`src/common/heartPkg.sv`:
```
// shared widths, FIR coefficients and detector thresholds
// coefficients are scaled by 1024, so the filter gain is close to one
`default_nettype none

package heartPkg;

	// serial frame and sample widths
	localparam int FrameBits = 16;
	typedef logic [9:0] sampleT;
	typedef logic [9:0] rateT;
	typedef logic [7:0] peakCountT;
	typedef logic [3:0] digitT;
	// active low, g down to a
	typedef logic [6:0] segmentsT;

	// 31-tap symmetric low-pass, outer tap first, centre tap last
	localparam int FirHalfTaps = 15;
	localparam int FirTaps = 2 * FirHalfTaps + 1;
	localparam int FirShift = 10;
	localparam int unsigned firCoeffs [FirHalfTaps + 1] = '{
		3, 4, 6, 8, 12, 17, 23, 29, 36, 43, 50, 56, 61, 65, 67, 68
	};

	// slope history and peak rule
	localparam int HistoryLength = 128;
	localparam int LeftMax = 40;
	localparam int RightMin = 38;
	localparam int HoldSamples = 128;

	// rate controller
	localparam int ArmPeaks = 3;
	// one minute over the window length
	localparam int RateScale = 6;
	typedef enum logic [1:0] {Arming, Measuring, Reporting} rateStateT;

endpackage

`default_nettype wire
```
`src/verilog/heartMonitor.sv`:
```
// heart rate monitor top, one clock (sck), frames run back to back from reset
// WindowSamples sets the window length, RefreshCycles the per-digit display time
`default_nettype none

module heartMonitor #(
	parameter int WindowSamples = 2000,
	parameter int RefreshCycles = 250000
) (
	input  logic              sck,
	input  logic              reset,
	input  logic              sdo,
	output logic              peakLed,
	output logic              rateLed,
	output logic [2:0]        digitSelect,
	output heartPkg::segmentsT segments
);
	import heartPkg::*;

	logic   sampleStrobe;
	logic   windowDone;
	logic   windowRun;
	logic   peak;
	sampleT sample;
	sampleT filtered;
	rateT   heartRate;

	// frame timing and window length
	sampleTimer #(.WindowSamples(WindowSamples)) u_timer (
		.sck(sck), .reset(reset), .windowRun(windowRun),
		.sampleStrobe(sampleStrobe), .windowDone(windowDone)
	);

	spiSampler u_sampler (
		.sck(sck), .reset(reset), .sdo(sdo),
		.sampleStrobe(sampleStrobe), .sample(sample)
	);

	firFilter u_filter (
		.sck(sck), .reset(reset), .sampleStrobe(sampleStrobe),
		.sample(sample), .filtered(filtered)
	);

	peakDetector u_detector (
		.sck(sck), .reset(reset), .sampleStrobe(sampleStrobe),
		.filtered(filtered), .peak(peak), .peakLed(peakLed)
	);

	// rateValid has no consumer on the board
	rateControl u_control (
		.sck(sck), .reset(reset), .peak(peak), .windowDone(windowDone),
		.windowRun(windowRun), .heartRate(heartRate), .rateValid(), .rateLed(rateLed)
	);

	rateDisplay #(.RefreshCycles(RefreshCycles)) u_display (
		.sck(sck), .reset(reset), .heartRate(heartRate),
		.digitSelect(digitSelect), .segments(segments)
	);

endmodule

`default_nettype wire

```
`src/display/rateDisplay.sv`:
```
// three-digit decimal display, digit selects and segments active low
// digits scan ones, tens, hundreds, RefreshCycles cycles each
`default_nettype none

module rateDisplay #(
	parameter int RefreshCycles = 250000
) (
	input  logic              sck,
	input  logic              reset,
	input  heartPkg::rateT     heartRate,
	output logic [2:0]        digitSelect,
	output heartPkg::segmentsT segments
);
	import heartPkg::*;

	localparam int DivWidth = (RefreshCycles > 1) ? $clog2(RefreshCycles) : 1;
	localparam logic [DivWidth-1:0] LastCycle = DivWidth'(RefreshCycles - 1);

	logic [11:0] bcd;
	digitT ones;
	digitT tens;
	digitT hundreds;
	digitT shown;
	logic [DivWidth-1:0] refreshCount;
	// one-hot, bit 0 is the ones digit
	logic [2:0] select;

	// shift-and-add-three
	always_comb
	begin
		bcd = '0;
		for (int i = $bits(rateT) - 1; i >= 0; i--)
		begin
			if (bcd[3:0] >= 4'd5)
				bcd[3:0] = bcd[3:0] + 4'd3;
			if (bcd[7:4] >= 4'd5)
				bcd[7:4] = bcd[7:4] + 4'd3;
			if (bcd[11:8] >= 4'd5)
				bcd[11:8] = bcd[11:8] + 4'd3;
			bcd = {bcd[10:0], heartRate[i]};
		end
	end

	assign ones = bcd[3:0];
	assign tens = bcd[7:4];
	assign hundreds = bcd[11:8];

	// refresh divider steps the digit
	always_ff @(posedge sck or posedge reset)
	begin
		if (reset)
		begin
			refreshCount <= '0;
			select <= 3'b001;
		end
		else if (refreshCount == LastCycle)
		begin
			refreshCount <= '0;
			select <= {select[1:0], select[2]};
		end
		else
			refreshCount <= refreshCount + 1'b1;
	end

	assign digitSelect = ~select;

	always_comb
	begin
		case (select)
			3'b010: shown = tens;
			3'b100: shown = hundreds;
			default: shown = ones;
		endcase
	end

	// g-to-a, low lights the segment
	always_comb
	begin
		case (shown)
			4'd0: segments = 7'b100_0000;
			4'd1: segments = 7'b111_1001;
			4'd2: segments = 7'b010_0100;
			4'd3: segments = 7'b011_0000;
			4'd4: segments = 7'b001_1001;
			4'd5: segments = 7'b001_0010;
			4'd6: segments = 7'b000_0010;
			4'd7: segments = 7'b111_1000;
			4'd8: segments = 7'b000_0000;
			4'd9: segments = 7'b001_1000;
			// not a decimal digit, blank
			default: segments = 7'b111_1111;
		endcase
	end

endmodule

`default_nettype wire

```
`src/verilog/rateControl.sv`:
```
// arm on three peaks, then count peaks per window and report beats per minute
// rate is limited to 999, the peak count saturates at 255
`default_nettype none

module rateControl (
	input  logic          sck,
	input  logic          reset,
	input  logic          peak,
	input  logic          windowDone,
	output logic          windowRun,
	output heartPkg::rateT heartRate,
	output logic          rateValid,
	output logic          rateLed
);
	import heartPkg::*;

	localparam int ProductWidth = $bits(peakCountT) + 3;
	localparam logic [ProductWidth-1:0] MaxRate = ProductWidth'(999);

	rateStateT state;
	peakCountT peakCount;
	peakCountT nextCount;
	logic [ProductWidth-1:0] product;

	// saturating count, includes a peak on the windowDone cycle
	always_comb
	begin
		nextCount = peakCount;
		if (peak && (peakCount != '1))
			nextCount = peakCount + 1'b1;
	end

	assign product = ProductWidth'(nextCount) * ProductWidth'(RateScale);
	assign windowRun = (state == Measuring);

	always_ff @(posedge sck or posedge reset)
	begin
		if (reset)
		begin
			state <= Arming;
			peakCount <= '0;
			heartRate <= '0;
			rateValid <= 1'b0;
			rateLed <= 1'b0;
		end
		else
		begin
			rateValid <= 1'b0;
			case (state)
				Arming:
				begin
					// arming peaks are dropped, count restarts for the first window
					if (peak && (peakCount == peakCountT'(ArmPeaks - 1)))
					begin
						state <= Measuring;
						peakCount <= '0;
					end
					else
						peakCount <= nextCount;
				end
				Measuring:
				begin
					if (windowDone)
					begin
						state <= Reporting;
						heartRate <= (product > MaxRate) ? rateT'(MaxRate) : rateT'(product);
						rateValid <= 1'b1;
						rateLed <= ~rateLed;
						peakCount <= '0;
					end
					else
						peakCount <= nextCount;
				end
				// one cycle with windowRun low, new rate already visible
				Reporting:
					state <= Measuring;
				default:
					state <= Arming;
			endcase
		end
	end

endmodule

`default_nettype wire

```
`src/peak/peakDetector.sv`:
```
// peak finder on a 128-bit slope history, flat counts as falling
// after a peak, further peaks are blocked for HoldSamples samples
`default_nettype none

module peakDetector (
	input  logic            sck,
	input  logic            reset,
	input  logic            sampleStrobe,
	input  heartPkg::sampleT filtered,
	output logic            peak,
	output logic            peakLed
);
	import heartPkg::*;

	localparam int HalfLength = HistoryLength / 2;
	localparam int SumWidth = $clog2(HalfLength + 1);
	localparam int HoldWidth = $clog2(HoldSamples + 1);
	localparam logic [SumWidth-1:0] HalfFull = SumWidth'(HalfLength);

	sampleT prevSample;
	logic [HistoryLength-1:0] history;
	// falling bits in the older and newer halves
	logic [SumWidth-1:0] leftSum;
	logic [SumWidth-1:0] rightSum;
	logic [HoldWidth-1:0] holdCount;
	logic falling;
	logic ready;

	assign falling = (filtered <= prevSample);

	// older half mostly rising, newer half mostly falling
	assign ready = (leftSum <= SumWidth'(LeftMax)) &&
		(rightSum >= SumWidth'(RightMin)) && (holdCount == '0);
	assign peak = sampleStrobe && ready;
	assign peakLed = (holdCount != '0);

	always_ff @(posedge sck or posedge reset)
	begin
		if (reset)
		begin
			prevSample <= '0;
			history <= '1;
			leftSum <= HalfFull;
			rightSum <= HalfFull;
			holdCount <= '0;
		end
		else if (sampleStrobe)
		begin
			prevSample <= filtered;
			history <= {history[HistoryLength-2:0], falling};
			// bit crossing the middle leaves the newer half and enters the older
			rightSum <= rightSum + SumWidth'(falling) - SumWidth'(history[HalfLength-1]);
			leftSum <= leftSum + SumWidth'(history[HalfLength-1]) -
				SumWidth'(history[HistoryLength-1]);

			// hold-off
			if (ready)
				holdCount <= HoldWidth'(HoldSamples);
			else if (holdCount != '0)
				holdCount <= holdCount - 1'b1;
		end
	end

endmodule

`default_nettype wire

```
`src/filter/firFilter.sv`:
```
// 31-tap symmetric FIR, one output per frame, output clamps at full scale
`default_nettype none

module firFilter (
	input  logic            sck,
	input  logic            reset,
	input  logic            sampleStrobe,
	input  heartPkg::sampleT sample,
	output heartPkg::sampleT filtered
);
	import heartPkg::*;

	localparam int PairWidth = $bits(sampleT) + 1;
	localparam int SumWidth = $bits(sampleT) + 11;
	localparam logic [SumWidth-FirShift-1:0] FullScale = {$bits(sampleT){1'b1}};

	// older samples; with the incoming one they form the taps
	sampleT delayLine [FirTaps-1];
	sampleT taps [FirTaps];
	logic [SumWidth-1:0] acc;
	logic [SumWidth-FirShift-1:0] scaled;

	always_comb
	begin
		taps[0] = sample;
		for (int i = 1; i < FirTaps; i++)
			taps[i] = delayLine[i-1];
	end

	// fold mirrored taps before weighting
	always_comb
	begin
		acc = '0;
		for (int i = 0; i < FirHalfTaps; i++)
		begin
			acc = acc + SumWidth'(firCoeffs[i]) *
				SumWidth'(PairWidth'(taps[i]) + PairWidth'(taps[FirTaps-1-i]));
		end
		// centre tap, largest weight
		acc = acc + SumWidth'(firCoeffs[FirHalfTaps]) * SumWidth'(taps[FirHalfTaps]);
	end

	assign scaled = acc[SumWidth-1:FirShift];

	always_ff @(posedge sck or posedge reset)
	begin
		if (reset)
		begin
			for (int i = 0; i < FirTaps - 1; i++)
				delayLine[i] <= '0;
			filtered <= '0;
		end
		else if (sampleStrobe)
		begin
			for (int i = 0; i < FirTaps - 1; i++)
				delayLine[i] <= taps[i];
			// coefficients add up to slightly over 1024
			if (scaled > FullScale)
				filtered <= '1;
			else
				filtered <= sampleT'(scaled);
		end
	end

endmodule

`default_nettype wire

```
`src/verilog/sampleTimer.sv`:
```
// frame bit counter and window sample counter
// windowDone fires on the strobe that completes WindowSamples samples
`default_nettype none

module sampleTimer #(
	parameter int WindowSamples = 2000
) (
	input  logic sck,
	input  logic reset,
	input  logic windowRun,
	output logic sampleStrobe,
	output logic windowDone
);
	import heartPkg::*;

	localparam int BitWidth = $clog2(FrameBits);
	localparam logic [BitWidth-1:0] LastBit = BitWidth'(FrameBits - 1);
	localparam int CountWidth = (WindowSamples > 1) ? $clog2(WindowSamples) : 1;
	localparam logic [CountWidth-1:0] LastSample = CountWidth'(WindowSamples - 1);

	logic [BitWidth-1:0]   bitCount;
	logic [CountWidth-1:0] windowCount;

	// last bit of the frame
	assign sampleStrobe = (bitCount == LastBit);
	assign windowDone = windowRun && sampleStrobe && (windowCount == LastSample);

	always_ff @(posedge sck or posedge reset)
	begin
		if (reset)
		begin
			bitCount <= '0;
			windowCount <= '0;
		end
		else
		begin
			// wraps every frame
			if (sampleStrobe)
				bitCount <= '0;
			else
				bitCount <= bitCount + 1'b1;

			// held at zero outside a window
			if (!windowRun || windowDone)
				windowCount <= '0;
			else if (sampleStrobe)
				windowCount <= windowCount + 1'b1;
		end
	end

endmodule

`default_nettype wire

```
`src/verilog/spiSampler.sv`:
```
// serial sample capture, MSB first, only the low 10 bits of a frame are kept
`default_nettype none

module spiSampler (
	input  logic            sck,
	input  logic            reset,
	input  logic            sdo,
	input  logic            sampleStrobe,
	output heartPkg::sampleT sample
);
	import heartPkg::*;

	// older frame bits simply fall off the top
	logic [$bits(sampleT)-2:0] shiftReg;

	always_ff @(posedge sck)
	begin
		shiftReg <= {shiftReg[$bits(sampleT)-3:0], sdo};
	end

	// strobe cycle carries the last bit, so take it straight from sdo
	always_ff @(posedge sck or posedge reset)
	begin
		if (reset)
			sample <= '0;
		else if (sampleStrobe)
			sample <= {shiftReg, sdo};
	end

endmodule

`default_nettype wire

```
`config.mk`:
```
export PLATFORM = sky130hd
export DESIGN_NAME = heartMonitor
export DESIGN_NICKNAME = d
export VERILOG_FILES = /design/src/common/heartPkg.sv /design/src/verilog/heartMonitor.sv /design/src/display/rateDisplay.sv /design/src/verilog/rateControl.sv /design/src/peak/peakDetector.sv /design/src/filter/firFilter.sv /design/src/verilog/sampleTimer.sv /design/src/verilog/spiSampler.sv
export SDC_FILE = /design/constraint.sdc
export NUM_CORES = 2
export LEC_CHECK = 0
export BUFFER_PORTS_ARGS = -buffer_cell sky130_fd_sc_hd__buf_4
export CORE_AREA = 2 2 275 277
export CTS_BUF_LIST = sky130_fd_sc_hd__clkbuf_8 sky130_fd_sc_hd__clkbuf_16
export DETAILED_ROUTE_END_ITERATION = 10
export DIE_AREA = 0 0 277 279
export PLACE_DENSITY = 0.76
export SLEW_MARGIN = 20
export SYNTH_ARGS = -nofsm -noshare
export SYNTH_HDL_FRONTEND = slang
export SYNTH_SLANG_ARGS = --single-unit
```
`constraint.sdc`:
```
create_clock -name sck -period 57.6 [get_ports sck]
set_input_delay 11.52 -clock sck [delete_from_list [all_inputs] [get_ports sck]]
set_output_delay 11.52 -clock sck [all_outputs]
set_load 0.005 [all_outputs]
```
-- After elaboration in Yosys (flattened, before gate mapping)
Memories as Yosys holds them, arrays and structs flattened.
Cells that the tools add are included.
- add/sub/neg operators: 51
- $mul: 15
- magnitude comparators: 17
- equal/unequal tests: 11
- muxes and demuxes: 28
- bitwise operators: 2
- reduce and logical (&&, ||, !) cells: 18
- operator list (operator ; count):
    adder 21 bit ; 14
    adder 10 x 10 -> 11 bit ; 15
    multiplier 5 x 21 -> 21 bit, first input constant ; 3
    2-to-1 mux 4 bit ; 12
    multiplier 6 x 21 -> 21 bit, first input constant ; 2
    multiplier 7 x 21 -> 21 bit, first input constant ; 2
    2-to-1 mux 8 bit ; 5
    adder 4 x 2 -> 4 bit, second input constant ; 9
    greater-or-equal comparator 4 x 3 -> 1 bit, second input constant ; 9
    greater-than comparator 11 x 10 -> 1 bit, second input constant ; 2
    2-to-1 mux 11 bit ; 2
    adder 21 x 17 -> 21 bit ; 1
    multiplier 2 x 21 -> 19 bit, first input constant ; 1
    multiplier 2 x 21 -> 20 bit, first input constant ; 1
    multiplier 2 x 21 -> 21 bit, first input constant ; 1
    multiplier 3 x 21 -> 18 bit, first input constant ; 1
    multiplier 4 x 21 -> 19 bit, first input constant ; 1
    multiplier 5 x 21 -> 20 bit, first input constant ; 1
    2-to-1 mux 10 bit ; 2
    adder 18 x 1 -> 18 bit, second input constant ; 1
    == test 18 bit, second input constant ; 1
    2-to-1 mux 18 bit ; 1
    case mux 8 bit (2 select lines) ; 1
    multiplier 5 x 10 -> 15 bit, first input constant ; 1
    other kinds (37) ; 53
- register bits: 546
- memory bits (read-only): 112
- word-level logic and storage cells: 189
- memories kept: 1
- memory list (name ; words ; bits a word ; rd ports ; clocked after Yosys merged registers in ; write ports ; line ; RTL):
    (no name shown) ; 16 ; 7 ; 1 ; 0 ; 0 ; rateDisplay.sv:79 ; case (shown)

-- Longest topological paths before layout
- word-level depth: 19
- depth in mapped cells: 46
- gate-level depth less buffers: 46

-- Cells and area by module
A second synthesis with hierarchy kept.
- cell total of the unflattened synthesis: 4224
- area, all modules: 46080.4 sq um
- by module, submodules not included (module ; instances ; cells an instance ; area each (sq um)):
    firFilter ; 1 ; 2954 ; 32449.9
    peakDetector ; 1 ; 513 ; 7070.5
    rateDisplay ; 1 ; 449 ; 3437.0
    rateControl ; 1 ; 199 ; 1757.9
    sampleTimer ; 1 ; 78 ; 769.5
    spiSampler ; 1 ; 31 ; 595.6

-- Worst setup path after synthesis
No wires, ideal clock.
- path type: register to output
- from: reg u_control.heartRate[8]
- to: out segments[4]
- data arrival time: 7.686 ns
- setup slack: 38.394 ns
- cell stages (with the launch flop): 41
- path buffers: 0
- path through: dfrtp_1 -> inv_1 -> ha_1 -> or2_2 -> a21oi_1 -> ha_1 -> nand2b_1 -> and4_4 -> o221ai_2 -> ha_1 -> nand2b_1 -> nor2_1 -> mux2i_1 -> nand3_1 -> ha_1 -> nand2b_1 -> nor4b_2 -> or2_2 -> [... 5 more ...] -> o22ai_1 -> xnor2_1 -> inv_1 -> ha_1 -> nor2b_1 -> o41ai_2 -> inv_1 -> xnor2_1 -> inv_1 -> ha_1 -> nor2b_1 -> o31a_1 -> xor2_1 -> o221ai_4 -> inv_1 -> ha_1 -> and3_1 -> a211oi_2
- cells in the longest elaborated chain, start to end: 16
- ends and longest elaborated chain (item ; line ; RTL):
    from (decl) ; rateControl.sv:11 ; output heartPkg::rateT heartRate,
    from (signal assigned) ; rateControl.sv:66 ; heartRate <= (product > MaxRate) ? rateT'(MaxRate) : rateT'(product);
    adder 3 x 2 -> 4 bit / greater-or-equal comparator 3 bit (equally long branches) ; rateDisplay.sv:35, rateDisplay.sv:34 ;
    2-to-1 mux 4 bit (*) ; rateDisplay.sv:34 ; if (bcd[3:0] >= 4'd5)
    adder 4 x 2 -> 4 bit / greater-or-equal comparator 4 x 3 -> 1 bit (equally long branches) ; rateDisplay.sv:35, rateDisplay.sv:34 ;
    2-to-1 mux 4 bit ; rateDisplay.sv:34 ;
    greater-or-equal comparator 4 x 3 -> 1 bit / adder 4 x 2 -> 4 bit (equally long branches) ; rateDisplay.sv:34, rateDisplay.sv:35 ;
    2-to-1 mux 4 bit ; rateDisplay.sv:34 ;
    adder 4 x 2 -> 4 bit, or another cell as far along ; rateDisplay.sv:35 ; bcd[3:0] = bcd[3:0] + 4'd3;
    2-to-1 mux 4 bit (on tied branches) ; rateDisplay.sv:34, rateDisplay.sv:36 ;
    adder 4 x 2 -> 4 bit, or another cell as far along ; rateDisplay.sv:35 ;
    2-to-1 mux 4 bit (on tied branches) ; rateDisplay.sv:34, rateDisplay.sv:36 ;
    adder 4 x 2 -> 4 bit, or another cell as far along ; rateDisplay.sv:35 ;
    2-to-1 mux 4 bit (on tied branches) ; rateDisplay.sv:34, rateDisplay.sv:36 ;
    adder 4 x 2 -> 4 bit, or another cell as far along ; rateDisplay.sv:37 ; bcd[7:4] = bcd[7:4] + 4'd3;
    2-to-1 mux 4 bit, or another cell as far along ; rateDisplay.sv:36 ; if (bcd[7:4] >= 4'd5)
    case mux 4 bit (2 select lines) (*) ; rateDisplay.sv:69 ; case (select)
    memory read (16 x 7 bit) (*) ; -- ;
    to (decl) ; heartMonitor.sv:15 ; output heartPkg::segmentsT segments
Every way passes the cells marked *; elsewhere a longest branch is shown, timed or not.

-- Final worst setup path
Same ends and word-level chain as after synthesis.

==> impl_metrics.csv <==
group,metric,value,unit
outcome,status,"complete, no violations",
placed_design,place_congestion,0.9375,
sta,fin_crit,21.49,ns
cts,cts_buffers,61,
synthesis,yosys.area.top_type,"dfrtp_1",
synthesis,avgSynthCellArea,9.175,µm²
layout,finish.utilization,0.6399,
synthesis,synth_area_leaders,"dfrtp_1, fa_1, ha_1, nand2_1, dfstp_2",
cts,clkLatencyLatePin,0.66,ns
synthesis,synth-edff-count,0,
die,io_pins,15,
die,start_util,0.5972,
cts,postCtsHoldBufs,0,
routing,dr.pass1.iters,8,
sta,slew_violations,0,
die,num_rows,100,
power,cellPowerDensity,19.77,mW/mm²
routing,route.detailed.drc,0,
global_route,grt_pass1_vias,31980,
job,drv_cap,0,
global_route,grt_max_degree,195,
global_route,overflow,0,
routing,dr_total_vias,30950,
min_path,hold_path.startpoint,"u_sampler.shiftReg[6]",
sta,setup_viol,0,
cts,cts_sinks,546,
layout,nNetsFinal,5728,
setup_path,slowest_stage,"a311oi_1",
placed_design,post-dp-hpwl,75680,µm
placed_design,place.port_buffers,14,
layout,drive_gt1_frac,0.06066,
sta,fmax,46.54,MHz
synthesis,synth_ff_type,"dfrtp_1",
cts,cts_buffer_depth,3,
routing,first_iter_violations,2244,
cts,cts_resized,0,
synthesis,synth.distinct_cells,86,
cts,cts.reportedPaths.clkPinSlew,0.06,ns
power,total_power,0.9370,mW
sta,slew_headroom,0.1948,
sta,fin_setup_tns,0,ns
setup_path,cp_max_fo,9,
routing,routed_via_density,5.322,
cts,cts_root_buf,"clkbuf_16",
layout,area_delta_synth_final,7.159,%
synthesis,ys_seq_area_frac,0.3116,
layout,final_common_cell,"nand2_1",
power,leakage,25.40,nW
setup_path,startpoint,"u_control.heartRate[8]",
cts,htree_levels,2,
routing,antenna_left,0,
power,ir_drop,0.00002563,V
setup_path,slowest_delay,0.64,ns
setup_path,r2r-start,"u_filter.delayLine[100]",
cts,cts_tree,"built",
setup_path,crit_top_cell,"ha_1",
setup_path,critical_path_arrival,9.97,ns
sta,hold_viol,0,
min_path,hold_class,"flop to flop",
setup_path,cp-start-kind,"flop",
sta,worst_pin_slew,1.199,ns
sta,fin_crit_sh,0.3730,
sta,skew,0.03029,ns
cts,post_cts_buffers,0,
setup_path,cp.required,46.08,ns
layout,diodes,0,
setup_path,critPathCaptureType,"output pin",
die,die_area,0.07728,mm²
routing,wl_per_cell,16.90,µm
sta,rsz0062_at_grt,"no",
synthesis,synth-seq-cells,546,
synthesis,synth_warnings,0,
global_route,grt_usage,0.2654,
die,die_w,277,µm
routing,finalWirelength,98290,µm
die,core-area,0.07407,mm²
synthesis,syn-instance-count,4821,
synthesis,async_flop_share,0.9835,
synthesis,syn-num-nets,5753,
layout,mostFrequentLayoutCells,"nand2_1, inv_1, ha_1",
global_route,antenna_found_initial,0,
synthesis,synth_top_area_frac,0.2297,
synthesis,synth.cell_area,0.04423,mm²
die,fp.dieH,279,µm
global_route,grt_pass1_wl,164800,µm
setup_path,critPathKind,"flop to output pin",
## registers in the layout, summed over array words and instances (netlist names)
name                    cells
u_sampler.shiftReg          9
u_control.rateLed           1
u_filter.delayLine        300
u_filter.filtered          10
u_control.peakCount         8
u_sampler.sample           10
u_display.refreshCount     18
u_display.select            3
u_detector.prevSample      10
u_timer.bitCount            4
u_detector.history        128
u_timer.windowCount        11
u_control.heartRate        10
u_control.state             2
u_detector.leftSum          7
u_detector.holdCount        8
u_detector.rightSum         7
## cell usage after synthesis (5+ instances only)
| cell type | n |
|---|---|
| nand2_1 | 1371 |
| inv_1 | 780 |
| ha_1 | 533 |
| dfrtp_1 | 406 |
| fa_1 | 396 |
| a21oi_1 | 192 |
| xnor2_1 | 187 |
| dfstp_2 | 131 |
| clkbuf_1 | 113 |
| o21bai_1 | 109 |
| nor2_1 | 106 |
| o21ai_0 | 91 |
| xor2_1 | 61 |
| a21o_1 | 50 |
| nand3_1 | 27 |
| nor2b_1 | 21 |
| nand2b_1 | 20 |
| nor3_1 | 17 |
| mux2i_1 | 15 |
| and3_1 | 13 |
| o21a_1 | 12 |
| nand4_1 | 11 |
| dfxtp_1 | 9 |
| a31oi_1 | 8 |
| or2_2 | 8 |
| o22a_1 | 7 |
| or3_1 | 7 |
| o211ai_1 | 6 |
| a211oi_1 | 5 |
| and2_1 | 5 |
| nor3b_1 | 5 |
| nor4_1 | 5 |
## area by class of cell
type | instances | area (µm²)
clock inverter | 43 | 444.2
timing repair buffer | 30 | 266.5
multi-input combinational | 3377 | 27100
fill | 6021 | 26670
tap | 969 | 1212
sequential | 546 | 13780
inverter | 780 | 2935
clock buffer | 71 | 1664
## worst max-delay path: cells and delay by family (launching register included)
| kind | cells | cell delay (ns) |
|---|---|---|
| buffers and inverters | 7 | 0.79 |
| xor gates and xnor gates | 3 | 0.72 |
| AOI/OAI and AO/OA | 8 | 2.53 |
| and+or+nand+nor | 14 | 2.75 |
| DFF | 1 | 0.44 |
| adders and majority gates | 8 | 1.98 |
| muxes | 1 | 0.10 |
## per-stage QoR
stage               instance area (µm²)  hold slack [ns]  cells  setup slack, ns
floorplan                         44230           0.3306   4821            31.29
global placement                  45290           0.3382   5702            36.88
detailed placement                45290           0.3382   5702            36.78
CTS                               47400           0.3581   5816            36.03
global route                      47400           0.3625   5816            35.22
finish                            47400           0.3541   5816            36.11
## per-layer routing
layer / part of all wire / vias up / track usage
met3: 0.051 / 164 / 0.03657
li1: - / 15010 / -
met1: 0.45 / 15150 / 0.3754
met4: 0.038 / 0 / 0.09225
met2: 0.46 / 628 / 0.4228
met5: 0 / - / 0
## cell families after synthesis
group / after synthesis / synth area share
xor+xnor: 249 / 0.04947
buf+inv: 898 / 0.07660
flops: 546 / 0.3116
simple gates: 1637 / 0.1483
mux: 19 / 0.004412
compound gates: 543 / 0.07968
fa+ha+maj: 929 / 0.3300
## report_power, final
part / total (mW) / internal (mW) / switching [mW]
sequential: 0.390 / 0.388 / 0.00241
clock: 0.406 / 0.237 / 0.168
combinational: 0.141 / 0.0576 / 0.0837
total: 0.937 / 0.683 / 0.254
## final timing paths
check,end,cells after the start,slack (ns)
setup reg to reg,u_filter.filtered[9],41,45.91
max in group asynchronous,u_control.peakCount[3],4,44.52
hold / removal,u_sampler.shiftReg[7],0,0.35
hold reg to reg,u_sampler.shiftReg[7],0,0.35
setup / recovery,segments[4],41,36.11
min in group asynchronous,u_filter.delayLine[249],2,10.97
No activity file was read; power rests on OpenSTA's default activity.
